==> src/hw/exePkg.sv <==
package exePkg;

	localparam int dataW = 32; // operand width
	localparam int shamtW = 5; // shift amount width
	localparam int prodW = 2 * dataW; // full product, hi and lo together

	// opcodes of the execute stage
	typedef enum logic [4:0] {
		opAdd   = 5'd0,
		opAddu  = 5'd1,
		opSub   = 5'd2,
		opSubu  = 5'd3,
		opOr    = 5'd4,
		opAnd   = 5'd5,
		opNor   = 5'd6,
		opXor   = 5'd7,
		opSll   = 5'd8,
		opSrl   = 5'd9,
		opSra   = 5'd10,
		opSlt   = 5'd11,
		opSltu  = 5'd12,
		opMult  = 5'd13, // hi/lo group starts here
		opMultu = 5'd14,
		opDiv   = 5'd15,
		opDivu  = 5'd16,
		opMfhi  = 5'd17,
		opMflo  = 5'd18,
		opMthi  = 5'd19,
		opMtlo  = 5'd20
	} exeOp;

endpackage

==> src/hw/hiLoResult.sv <==
`timescale 1ns/1ns

module hiLoResult
	import exePkg::*;
(
	input logic clk,
	input logic rstN,
	input logic issue,
	input exeOp op,
	input logic [dataW-1:0] a,
	input logic [dataW-1:0] aluResult,
	input logic [dataW-1:0] hiNext,
	input logic [dataW-1:0] loNext,
	input logic aluOverflow,
	input logic divZero,
	output logic resultValid,
	output logic [dataW-1:0] result,
	output logic overflow,
	output logic [dataW-1:0] hi,
	output logic [dataW-1:0] lo
);

	logic mulDivWe;
	logic hiWe;
	logic loWe;
	logic [dataW-1:0] hiD;
	logic [dataW-1:0] loD;
	logic [dataW-1:0] resultD;
	logic overflowD;

	always_comb begin
		case (op)
			opMult,
			opMultu: mulDivWe = 1'b1;
			opDiv,
			opDivu: mulDivWe = !divZero; // hi/lo kept on divide by zero
			default: mulDivWe = 1'b0;
		endcase
	end

	assign hiWe = issue && (mulDivWe || (op == opMthi));
	assign loWe = issue && (mulDivWe || (op == opMtlo));
	assign hiD = (op == opMthi) ? a : hiNext;
	assign loD = (op == opMtlo) ? a : loNext;

	// pick the value the stage hands on
	always_comb begin
		resultD = '0;
		overflowD = 1'b0;
		case (op)
			opMfhi: resultD = hi;
			opMflo: resultD = lo;
			opMult,
			opMultu,
			opDiv,
			opDivu,
			opMthi,
			opMtlo: resultD = '0; // strobe only, no data
			default: begin
				resultD = aluResult;
				overflowD = aluOverflow;
			end
		endcase
	end

	always_ff @(posedge clk or negedge rstN) begin
		if (!rstN) begin
			hi <= '0;
			lo <= '0;
		end else begin
			if (hiWe)
				hi <= hiD;
			if (loWe)
				lo <= loD;
		end
	end

	always_ff @(posedge clk or negedge rstN) begin
		if (!rstN) begin
			resultValid <= 1'b0;
			result <= '0;
			overflow <= 1'b0;
		end else begin
			resultValid <= issue; // one cycle latency
			if (issue) begin
				result <= resultD;
				overflow <= overflowD;
			end
		end
	end

endmodule

==> config.mk <==
export PLATFORM = sky130hd
export DESIGN_NAME = hiLoResult
export DESIGN_NICKNAME = d
export VERILOG_FILES = /design/src/hw/exePkg.sv /design/src/hw/hiLoResult.sv
export SDC_FILE = /design/constraint.sdc
export NUM_CORES = 1
export LEC_CHECK = 0
export CAP_MARGIN = 20
export CORE_UTILIZATION = 40
export DETAILED_ROUTE_END_ITERATION = 8
export DONT_BUFFER_PORTS = 1
export GPL_TIMING_DRIVEN = 0
export HOLD_SLACK_MARGIN = 0.12
export PLACE_DENSITY = 0.66
export SLEW_MARGIN = 20
export SYNTH_ARGS = -nofsm -noshare
export SYNTH_HDL_FRONTEND = slang
export SYNTH_SLANG_ARGS = --single-unit
==> constraint.sdc <==
create_clock -name clk -period 0.89 [get_ports clk]
set_input_delay 0.178 -clock clk [delete_from_list [all_inputs] [get_ports clk]]
set_output_delay 0.178 -clock clk [all_outputs]
set_load 0.01 [all_outputs]
==> results.py <==
metrics = {
    "outcome": {
        "status": "complete, but fails checks",
        "failed_checks": "negative hold slack, negative setup slack",
    },
    "timing": {
        "slew_violations": 0,
        "worst_slew_pin_slew_ps": 709,
        "setup_tns_ps": -30750,
        "setup_viol": 195,
        "period_share": 1.39,
        "hold_viol_final": 98,
        "fmax_mhz": 809,
        "final.setup.worst_slack_ps": -345,
        "skew_ps": 7.69,
        "rsz0062_at_grt": "yes",
        "max_slew_margin": 0.527,
        "post-route-min-period_ps": 1240,
        "hold_ws_ps": -484,
    },
    "clocking": {
        "clkSinkCount": 98,
        "cts_tree": "yes",
        "cts-hold-fix-buffers": 63,
        "clk_latency_ps": 350,
        "root_buffer": "clkbuf_16",
        "clock_path_buffers": 2,
        "numCtsBuffers": 9,
        "cts.clk_slew.worst_paths_ps": 80,
        "htreeDepth": 3,
    },
    "route": {
        "first_iter_violations": 492,
        "vias_per_cell": 6.65,
        "wl_per_cell_microns": 27.2,
        "vias": 4911,
        "ant_nets": 0,
        "wl_microns": 20100,
        "post-route-drc-count": 0,
        "first_pass_iters": 6,
    },
    "yosys": {
        "async_flop_share": 1.00,
        "synth_edf_count": 0,
        "yosys-top-cells-area": "dfrtp_1 50%, a221o_1 13%, and3_1 8.2%, nor2_1 7.4%, a222oi_1 6.5%",
        "synth_fp_nets": 631,
        "seq_area_frac_synth": 0.501,
        "yosysMostFrequentCell": "dfrtp_1",
        "netlist_area_sq_um": 4900,
        "synth-seq-cells": 98,
        "yosys-top-cells-count": "98 x dfrtp_1, 96 x nor2_1, 64 x a221o_1, 64 x and3_1",
        "yosysTopAreaCell": "dfrtp_1",
        "synth_top_flop_cell": "dfrtp_1",
        "yosysUniqueCellTypes": 28,
        "syn_inst": 493,
        "yosysWarnings": 0,
        "syn_area_per_cell_sq_um": 9.94,
        "synth_top_area_frac": 0.501,
    },
    "worst_setup_path": {
        "critPathLaunchType": "input port",
        "path_cells": "o211ai_4, a311oi_4, or2_4, buf_6, bufbuf_16, a221o_1",
        "arrival_ps": 1470,
        "criticalPathCategory": "input port to flip-flop",
        "required_ps": 1120,
        "r2r_cells": 2,
        "cp_slowest_stage_delay_ps": 330,
        "end_kind": "flip-flop",
        "slowest_stage": "a221o_1",
        "crit_fanout": 6,
    },
    "min_path": {
        "hold_class": "input port to async pin",
    },
    "finish": {
        "drive_gt1_frac": 0.266,
        "final.fill_count": 1018,
        "syn2layout_area_growth_pct": 40.5,
        "fin_cells": 738,
        "nNetsFinal": 724,
        "n_antenna_cell": 0,
        "multi_input_area_sq_um": 2450,
        "seq_area_sq_um": 2490,
    },
    "pwr": {
        "p_leak_nw": 2.99,
        "power_mw": 13.3,
        "power_density_nw_per_um2": 1930,
        "peakVddDrop_mv": 1.04,
    },
    "place": {
        "io_buffers": 0,
        "place_congestion": 0.797,
        "dpl_worst_slack_ps": -1020,
        "place_hpwl_microns": 12500,
        "dp.cells": 640,
    },
    "global_route": {
        "grt_pass1_wl_microns": 30000,
        "grt_pass1_vias": 5306,
        "antenna_found_initial": 0,
        "grt_use_total": 0.318,
        "met2_usage": 0.535,
        "gr-max-usage-layer": "met2",
        "overflow": 0,
        "grt_max_degree": 99,
        "gr-usage-met3": 0.0815,
        "grt_util_met1": 0.377,
    },
    "floorplan": {
        "die_h_microns": 113,
        "die_w_microns": 113,
        "io_pins": 236,
        "initial_utilization": 0.410,
        "core_sq_um": 12000,
        "dieArea_sq_um": 12700,
        "rows": 40,
    },
    "job": {
        "drv_cap": 0,
    },
}
-- kinds of logic (layout without fill, tap and decap cells) --
family,count (synthesis),count (layout),share of synthesized area
AOI/OAI and AO/OA,136,136,0.244
buffers and inverters,55,153,0.0557
DFF,98,98,0.501
and+or+nand+nor,204,204,0.200
-- flip-flops by register name, summed over array words and instances, names as in the netlist --
name,count
result,32
resultValid,1
hi,32
lo,32
overflow,1
-- what timing repair did --
item | 4_1_cts | 5_1_grt
endpoints found under the setup margin | 195 | 195
gates cloned | 10 | 0
pin swaps | 98 | 47
endpoints found under the hold margin | 187 | 101
setup buffers | 9 | 1
resized for setup | 112 | 26
-- worst max-delay path: cells and delay by family --
| kind | cells | cell delay, ps |
|---|---|---|
| AO/OA/AOI/OAI | 3 | 590 |
| AND/OR/NAND/NOR | 1 | 290 |
| buffers and inverters | 2 | 400 |
-- through the flow --
step / cell area (sq um) / util / hold WS [ps]
global route: 6890 / 0.576 / -498
global placement: 5210 / 0.436 / -116
detailed placement: 5210 / 0.436 / -116
CTS: 6850 / 0.573 / -488
finish: 6890 / 0.576 / -484
floorplan: 5030 / - / -118
-- power breakdown --
part | switching [mW] | internal, mW | total, mW
Combinational | 0.852 | 1.31 | 2.17
Clock | 1.79 | 2.55 | 4.34
Sequential | 1.42 | 5.39 | 6.81
-- placed cells by master, fill, tap and decap left out, types with 3 or more instances in the layout --
cell type       n
clkbuf_8        5
buf_6          18
clkbuf_1        7
buf_4          10
clkbuf_4        7
dfrtp_1        71
a221o_1        64
clkbuf_16      16
a222oi_1       32
clkbuf_2       11
dlygate4sd3_1  63
and3_4         32
nand2_1        32
dfrtp_2        27
buf_8           5
and3_1         32
nor2_1         93
nor2_2          3
a21oi_1        32
-- worst paths after layout --
| path | startpoint | slack, ps | end |
|---|---|---|---|
| worst max-delay path | op[0] | -350 | hi[25] |
| min in group clk | a[19] | 110 | hi[19] |
| worst min-delay path | rstN | -480 | result[29] |
| worst max register to register | lo[28] | -220 | result[28] |
| max in group asynchronous | rstN | 1150 | hi[15] |
| worst min register to register | overflow | 580 | overflow |
-- metal layers --
metal / vias to the layer above / part of all wire
li1: 2083 / -
met1: 2393 / 0.37
met2: 381 / 0.50
met3: 54 / 0.098
met4: 0 / 0.037
met5: - / 0
-- layout make-up --
type | instances | area share
Tap cell | 147 | 0.0267
Buffer | 53 | 0.0769
Clock inverter | 6 | 0.0131
Multi-Input combinational cell | 340 | 0.356
Timing Repair Buffer | 82 | 0.130
Inverter | 2 | 0.00109
Clock buffer | 10 | 0.0347
Sequential cell | 98 | 0.361
Power figures use the tool's default switching activity.
