`src/hw/exePkg.sv`:
```
package exePkg;

	localparam int dataW = 32; // operand width
	localparam int shamtW = 5; // shift amount width
	localparam int prodW = 2 * dataW; // full product, hi and lo together

	// opcodes of the execute stage
	typedef enum logic [4:0] {
		opAdd   = 5'd0,
		opAddu  = 5'd1,
		opSub   = 5'd2,
		opSubu  = 5'd3,
		opOr    = 5'd4,
		opAnd   = 5'd5,
		opNor   = 5'd6,
		opXor   = 5'd7,
		opSll   = 5'd8,
		opSrl   = 5'd9,
		opSra   = 5'd10,
		opSlt   = 5'd11,
		opSltu  = 5'd12,
		opMult  = 5'd13, // hi/lo group starts here
		opMultu = 5'd14,
		opDiv   = 5'd15,
		opDivu  = 5'd16,
		opMfhi  = 5'd17,
		opMflo  = 5'd18,
		opMthi  = 5'd19,
		opMtlo  = 5'd20
	} exeOp;

endpackage

```
`src/hw/intAlu.sv`:
```
`timescale 1ns/1ns

module intAlu
	import exePkg::*;
(
	input exeOp op,
	input logic [dataW-1:0] a,
	input logic [dataW-1:0] b,
	input logic [shamtW-1:0] shamt,
	input logic shiftVar,
	output logic [dataW-1:0] aluResult,
	output logic aluOverflow
);

	logic [shamtW-1:0] shiftAmt;
	logic [dataW-1:0] sum;
	logic [dataW-1:0] diff;
	logic [dataW-1:0] sllResult;
	logic [dataW-1:0] srlResult;
	logic [dataW-1:0] sraResult;
	logic signed [dataW-1:0] bSigned;
	logic lessSigned;
	logic lessUnsigned;
	logic signA;
	logic signB;

	assign shiftAmt = shiftVar ? a[shamtW-1:0] : shamt; // variable shift uses low bits of a

	assign sum = a + b;
	assign diff = a - b;

	assign signA = a[dataW-1];
	assign signB = b[dataW-1];

	assign bSigned = b;
	assign sllResult = b << shiftAmt;
	assign srlResult = b >> shiftAmt;
	assign sraResult = bSigned >>> shiftAmt; // sign bit fills from the left

	assign lessUnsigned = a < b;
	// with mixed signs the negative operand is the smaller one
	assign lessSigned = (signA != signB) ? signA : lessUnsigned;

	always_comb begin
		case (op)
			opAdd,
			opAddu: aluResult = sum;
			opSub,
			opSubu: aluResult = diff;
			opOr: aluResult = a | b;
			opAnd: aluResult = a & b;
			opNor: aluResult = ~(a | b);
			opXor: aluResult = a ^ b;
			opSll: aluResult = sllResult;
			opSrl: aluResult = srlResult;
			opSra: aluResult = sraResult;
			opSlt: aluResult = {{(dataW-1){1'b0}}, lessSigned};
			opSltu: aluResult = {{(dataW-1){1'b0}}, lessUnsigned};
			default: aluResult = '0; // hi/lo group, not an alu op
		endcase
	end

	always_comb begin
		case (op)
			opAdd: begin
				// like signs in, other sign out
				aluOverflow = (signA == signB) && (sum[dataW-1] != signA);
			end
			opSub: begin
				aluOverflow = (signA != signB) && (diff[dataW-1] != signA);
			end
			default: aluOverflow = 1'b0; // unsigned forms never trap
		endcase
	end

endmodule

```
`config.mk`:
```
export PLATFORM = sky130hd
export DESIGN_NAME = intAlu
export DESIGN_NICKNAME = d
export VERILOG_FILES = /design/src/hw/exePkg.sv /design/src/hw/intAlu.sv
export SDC_FILE = /design/constraint.sdc
export NUM_CORES = 1
export LEC_CHECK = 0
export BUFFER_PORTS_ARGS = -buffer_cell sky130_fd_sc_hd__buf_2
export CORE_MARGIN = 2
export CORE_UTILIZATION = 35
export DETAILED_ROUTE_END_ITERATION = 8
export PLACE_DENSITY_LB_ADDON = 0.08
export REMOVE_ABC_BUFFERS = 1
export SLEW_MARGIN = 40
export SYNTH_ARGS = -nofsm -noshare
export SYNTH_HDL_FRONTEND = slang
export SYNTH_SLANG_ARGS = --single-unit
```
`constraint.sdc`:
```
create_clock -name vclk -period 10.4
set_clock_uncertainty 0.05 [all_clocks]
set_input_delay 2.08 -clock vclk [all_inputs]
set_output_delay 2.08 -clock vclk [all_outputs]
set_load 0.02 [all_outputs]
```
==> reports/qor.csv, run 1 <==
metric;value;unit
row count;59;
cell count after synthesis;1395;
pwr dens;62.9;nW/µm²
DP HPWL;34.6;mm
Min-Delay Endpoint;aluOverflow;
full die area;27900;µm²
Final #Nets;1596;
Initial Utilization;0.357;
Port Buffer Count;108;
CP Max Fanout;9;
IO Count;108;
Hold Path Depth;4;
worst vdd ir;0.0000264;V
largest family of logic cells by synthesized area;compound AO/OA/AOI/OAI gates;
Slew Viols, Final;0;
Syn-to-layout area delta;7.83;%
HP Start;a[31];
DRT antenna net count;0;
yosys warns;0;
Required @ worst endpoint;8.27;ns
fin crit share;0.794;
Worst Path Arrival;6.13;ns
Worst setup SP type;primary input;
Mapped Area;9300;µm²
# hold bufs at CTS;0;
Post-Synth XOR/XNOR Area;0.0509;
worst path bufs/invs;3;
Critical Path Slowest Stage Cell;a21oi_1;
outcome;completed;
gr ovfl total;0;
Resize count post-CTS;0;
Compound-Gate Fraction of Synth Area;0.331;
setup violators final;0;
Max transition margin;0.415;
Post-CTS Setup Bufs;0;
largest net degree at the start of global routing;55;
Die H;167;µm
Crit Path Class;primary input to output pin;
fraction of the mapped netlist area in simple logic gates;0.199;
final RePlAce weighted congestion;0.989;
Cell variety after synth;84;
setup ws final;2.14;ns
die width;167;µm
final instance area;10000;µm²
crit path capture type;output pin;
Max Fclk;121;MHz
Max-cap violations;0;
DRT Pass-1 Iters;5;
Setup WS pre-CTS;2.29;ns
area of the core;26100;µm²
vias post-DR;11000;
Syn Area/Cell;6.66;µm²
placed inst area;10000;µm²
post-synthesis mux area share;0.194;
total negative slack;0;ns
CP max stage delay;0.54;ns
type of the worst min-delay path;primary input to output pin;
global-route wire length before repair;64.1;mm
vias in the first global route;10200;
clock buffers;0;
Residual DRC;0;
endpoints failing hold;0;
Overall Global Routing Usage;0.295;
fin crit period;8.26;ns
unrepaired setup endpoints after global routing;false;
share of cells above drive strength 1;0.147;
Slew @ Worst Pin;0.876;ns
num sequential;0;
register area;0;µm²
vias per cell;6.25;
initial antenna violation count;0;
final wirelength;43.6;mm
Adder-Cell Fraction of Synth Area;0.136;
sequential share of the synthesized area;0;
worst path cell trace;buf_2, ha_1, inv_1, fa_1, nor2b_1, o211ai_1, a21oi_1, o211ai_1, a21oi_1, nor2_1, nor4_1, mux2_2, o311ai_0, buf_2;
per-cell routed wire length;24.9;µm
DR iter-0 viols;1130;
Top delay family on crit path;compound AO/OA/AOI/OAI gates;
fill count;2931;
Leakage;4.53;nW
n_diodes;0;
-- stage by stage --
stage                     hold WS [ns]  utilization  power, mW  cells
final                             4.56        0.385      0.631   1754
after global routing              4.59        0.385      0.674   1754
after CTS                         4.56        0.384      0.616   1753
after detailed placement          4.56        0.384      0.613   1753
after floorplan                   4.35            -      0.398   1289
after global placement            4.56        0.384      0.615   1753
-- cells by family after synthesis --
kind of cell,Yosys count
adders and majority gates,100
and+or+nand+nor,411
AOI/OAI and AO/OA,470
muxes,157
buffers and inverters,203
xor gates and xnor gates,54
-- cell usage after synthesis (6+ instances only) --
| cell | number | area share |
|---|---|---|
| clkbuf_1 | 60 | 0.024 |
| nor3_1 | 33 | 0.018 |
| o221ai_1 | 12 | 0.011 |
| nor2_1 | 139 | 0.056 |
| a211o_1 | 6 | 0.0057 |
| buf_4 | 8 | 0.0065 |
| buf_2 | 25 | 0.013 |
| o21ai_1 | 6 | 0.0032 |
| mux4_2 | 14 | 0.034 |
| o2111ai_1 | 7 | 0.0066 |
| xnor2_1 | 21 | 0.020 |
| a2111oi_0 | 6 | 0.0057 |
| and2_1 | 8 | 0.0054 |
| o31ai_1 | 11 | 0.0089 |
| a21o_1 | 15 | 0.012 |
| nand2_1 | 137 | 0.055 |
| nand4_1 | 8 | 0.0054 |
| o21bai_1 | 7 | 0.0057 |
| mux2i_1 | 106 | 0.11 |
| and3_1 | 8 | 0.0054 |
| o21ai_0 | 116 | 0.062 |
| mux2_2 | 34 | 0.041 |
| a211oi_1 | 20 | 0.016 |
| a21oi_1 | 118 | 0.064 |
| nand3_1 | 21 | 0.011 |
| o21a_1 | 7 | 0.0057 |
| o32ai_1 | 6 | 0.0057 |
| nand2b_1 | 8 | 0.0054 |
| nor4_1 | 8 | 0.0054 |
| inv_1 | 96 | 0.039 |
| nor2b_1 | 14 | 0.0094 |
| o22ai_1 | 21 | 0.014 |
| o211ai_1 | 31 | 0.025 |
| a31oi_1 | 21 | 0.014 |
| buf_1 | 12 | 0.0048 |
| xor2_1 | 33 | 0.031 |
| ha_1 | 98 | 0.13 |
-- per-layer routing --
layer | vias up | global-route usage | part of all wire
li1 | 5165 | - | -
met1 | 5156 | 0.403 | 0.43
met2 | 548 | 0.478 | 0.45
met3 | 95 | 0.0352 | 0.078
met4 | 0 | 0.104 | 0.044
met5 | - | 0 | 0
-- where the power goes --
| group | switching, mW | internal [mW] | total (mW) |
|---|---|---|---|
| Clock | 0 | 0 | 0 |
| Combinational | 0.416 | 0.215 | 0.631 |
| Sequential | 0 | 0 | 0 |
| Total | 0.416 | 0.215 | 0.631 |
-- cell usage in the layout, fill, tap and decap left out, types with 5 or more instances in the layout --
cell and instances:
nor3_1 32, o32ai_1 6, nor2b_1 13, and3_1 8, a31oi_1 21, xor2_1 33, o21a_1 7, o22ai_1 21
buf_4 22, mux4_2 14, nand2b_1 8, mux2i_1 104, a31o_2 5, o211ai_1 31, xnor2_1 21, a211o_1 6
buf_2 107, o2111ai_1 7, o21bai_1 7, a21oi_1 118, nor4_1 8, a211oi_1 20, a221o_1 5, and2_1 8
ha_1 98, o221ai_1 12, nand3_1 21, mux2_2 34, a21o_1 15, inv_1 96, o21ai_0 116, nand4_1 8
nand2_1 137, o21ai_1 5, nor2_1 136, o31ai_1 11, nor3b_1 5
-- cell type report --
type	instances	area, µm²	share of cell area
Tap cell	335	419	0.0418
Timing Repair Buffer	130	712	0.0710
Inverter	97	364	0.0363
Multi-Input combinational cell	1192	8530	0.851
-- worst max-delay path by stage --
stage	slack (ns)	start	depth (start not counted)	endpoint
global placement	2.19	shiftVar	11	aluResult[17]
finish	2.14	b[0]	14	aluResult[24]
floorplan	1.02	shiftVar	8	aluResult[19]
CTS	2.28	shiftVar	11	aluResult[17]
detailed placement	2.29	shiftVar	11	aluResult[17]
global route	2.08	b[0]	14	aluResult[24]
No activity file was read; power rests on OpenSTA's default activity.
==> run 2, diff against run 1 <==
clock period = 8.5 ns   (was 10.4 ns; I/O delays follow)
==> run 2 against run 1 <==
  * Total power rose by 24%
  * Non-clock buffer count increased by 3
  * First-iteration DRC count increased by 5.6%
  * Routed wire length up 2.9%
  * Worst setup slack worse by 0.90 ns
  * Cell count rose by 0.17%
  * Via count grew 1.6%
  * Core utilization rose by 0.062 points
  * Final area grew 0.16%
  * Critical path depth is 2 lower
  * Sequential share of layout area is the same
  * Combinational power is 24% higher
  * Critical path type unchanged
  * Critical endpoint is now aluResult[17]
  * Largest cell class unchanged
==> reports/qor.csv, run 2 (same netlist as run 1, synthesis figures left out) <==
metric;value;unit
outcome;completed;
Worst setup SP type;primary input;
# hold bufs at CTS;0;
CP max stage delay;0.75;ns
share of cells above drive strength 1;0.148;
final wirelength;44.9;mm
Resize count post-CTS;0;
Critical Path Slowest Stage Cell;mux2i_4;
final instance area;10000;µm²
Crit Path Class;primary input to output pin;
DR iter-0 viols;1193;
Leakage;4.54;nW
Max transition margin;0.390;
Initial Utilization;0.357;
DRT Pass-1 Iters;6;
vias per cell;6.34;
IO Count;108;
Final #Nets;1599;
Port Buffer Count;108;
num sequential;0;
HP Start;a[31];
pwr dens;77.7;nW/µm²
register area;0;µm²
Min-Delay Endpoint;aluOverflow;
clock power share;0;
unrepaired setup endpoints after global routing;false;
final RePlAce weighted congestion;1.03;
clock buffers;0;
Required @ worst endpoint;6.75;ns
Max-cap violations;0;
Syn-to-layout area delta;8.01;%
Slew @ Worst Pin;0.915;ns
DRT antenna net count;0;
worst vdd ir;0.0000634;V
most frequent cells in the layout;nor2_1, nand2_1, a21oi_1;
fin crit period;7.25;ns
vias post-DR;11100;
vias in the first global route;10300;
Setup WS pre-CTS;1.26;ns
largest net degree at the start of global routing;60;
Overall Global Routing Usage;0.305;
setup violators final;0;
gr ovfl total;0;
switch share;0.661;
Die H;167;µm
endpoints failing hold;0;
combinational share of power;1.000;
Worst Path Arrival;5.50;ns
Slew Viols, Final;0;
worst path cell trace;buf_2, mux2i_4, buf_4, mux2i_1, nand2_1, and3_1, a21oi_1, mux2_2, a21oi_1, a2111oi_0, o21ai_0, buf_2;
Switch Pwr;515;µW
global-route wire length before repair;66.2;mm
fin crit share;0.853;
crit path capture type;output pin;
full die area;27900;µm²
area of the core;26100;µm²
initial antenna violation count;0;
type of the worst min-delay path;primary input to output pin;
register share of total power;0;
Max Fclk;138;MHz
Residual DRC;0;
row count;59;
CP Max Fanout;18;
Hold Path Depth;4;
DP HPWL;36.0;mm
per-cell routed wire length;25.6;µm
n_diodes;0;
die width;167;µm
placed inst area;10000;µm²
setup ws final;1.25;ns
internal power;264;µW
Post-CTS Setup Bufs;0;
==> run 2: changes by cell type in the layout (fill, tap and decap cells not counted), sizes merged <==
cell  delta
buf      +3
==> run 2: power groups by stage <==
stage	combinational, mW	sequential [mW]	clock, mW
after floorplan	0.487	0	0
after detailed placement	0.759	0	0
after global placement	0.765	0	0
after CTS	0.762	0	0
final	0.780	0	0
after global routing	0.833	0	0
==> run 2: through the flow <==
step	std cells	hold WS (ns)	TNS (ns)	power [mW]	util
2_1_floorplan	1289	3.59	-0.264	0.487	-
3_3_place_gp	1757	3.81	0	0.765	0.385
3_5_place_dp	1757	3.79	0	0.759	0.385
4_1_cts	1757	3.80	0	0.762	0.385
5_1_grt	1757	3.83	0	0.833	0.385
6_report	1757	3.80	0	0.780	0.385
==> run 2: worst max path at each step <==
stage / from / endpoint / slack [ns] / cells past startpoint
floorplan: shiftVar / aluResult[19] / -0.12 / 8
global placement: a[1] / aluResult[29] / 1.32 / 13
detailed placement: shiftVar / aluResult[17] / 1.26 / 12
CTS: shiftVar / aluResult[17] / 1.23 / 12
global route: shiftVar / aluResult[17] / 1.05 / 12
finish: shiftVar / aluResult[17] / 1.25 / 12
==> run 2: metal layers <==
layer / vias to the layer above / track usage / wire (µm)
li1: 5177 / - / -
met1: 5356 / 0.430 / 19800
met2: 532 / 0.504 / 20500
met3: 73 / 0.0166 / 3060
met4: 0 / 0.0847 / 1520
met5: - / 0 / 0
==> run 2: cell type report <==
class	count	area, µm²
inverters	97	364
repair buffers	133	731
fillers	2918	16000
well taps	335	419
multi-input cells	1192	8530
==> run 2: worst max-delay path, delay by kind of cell <==
kind                   cells  cell delay [ns]
AOI/OAI and AO/OA          4             1.25
and+or+nand+nor            2             0.25
muxes                      3             1.33
buffers and inverters      3             0.94
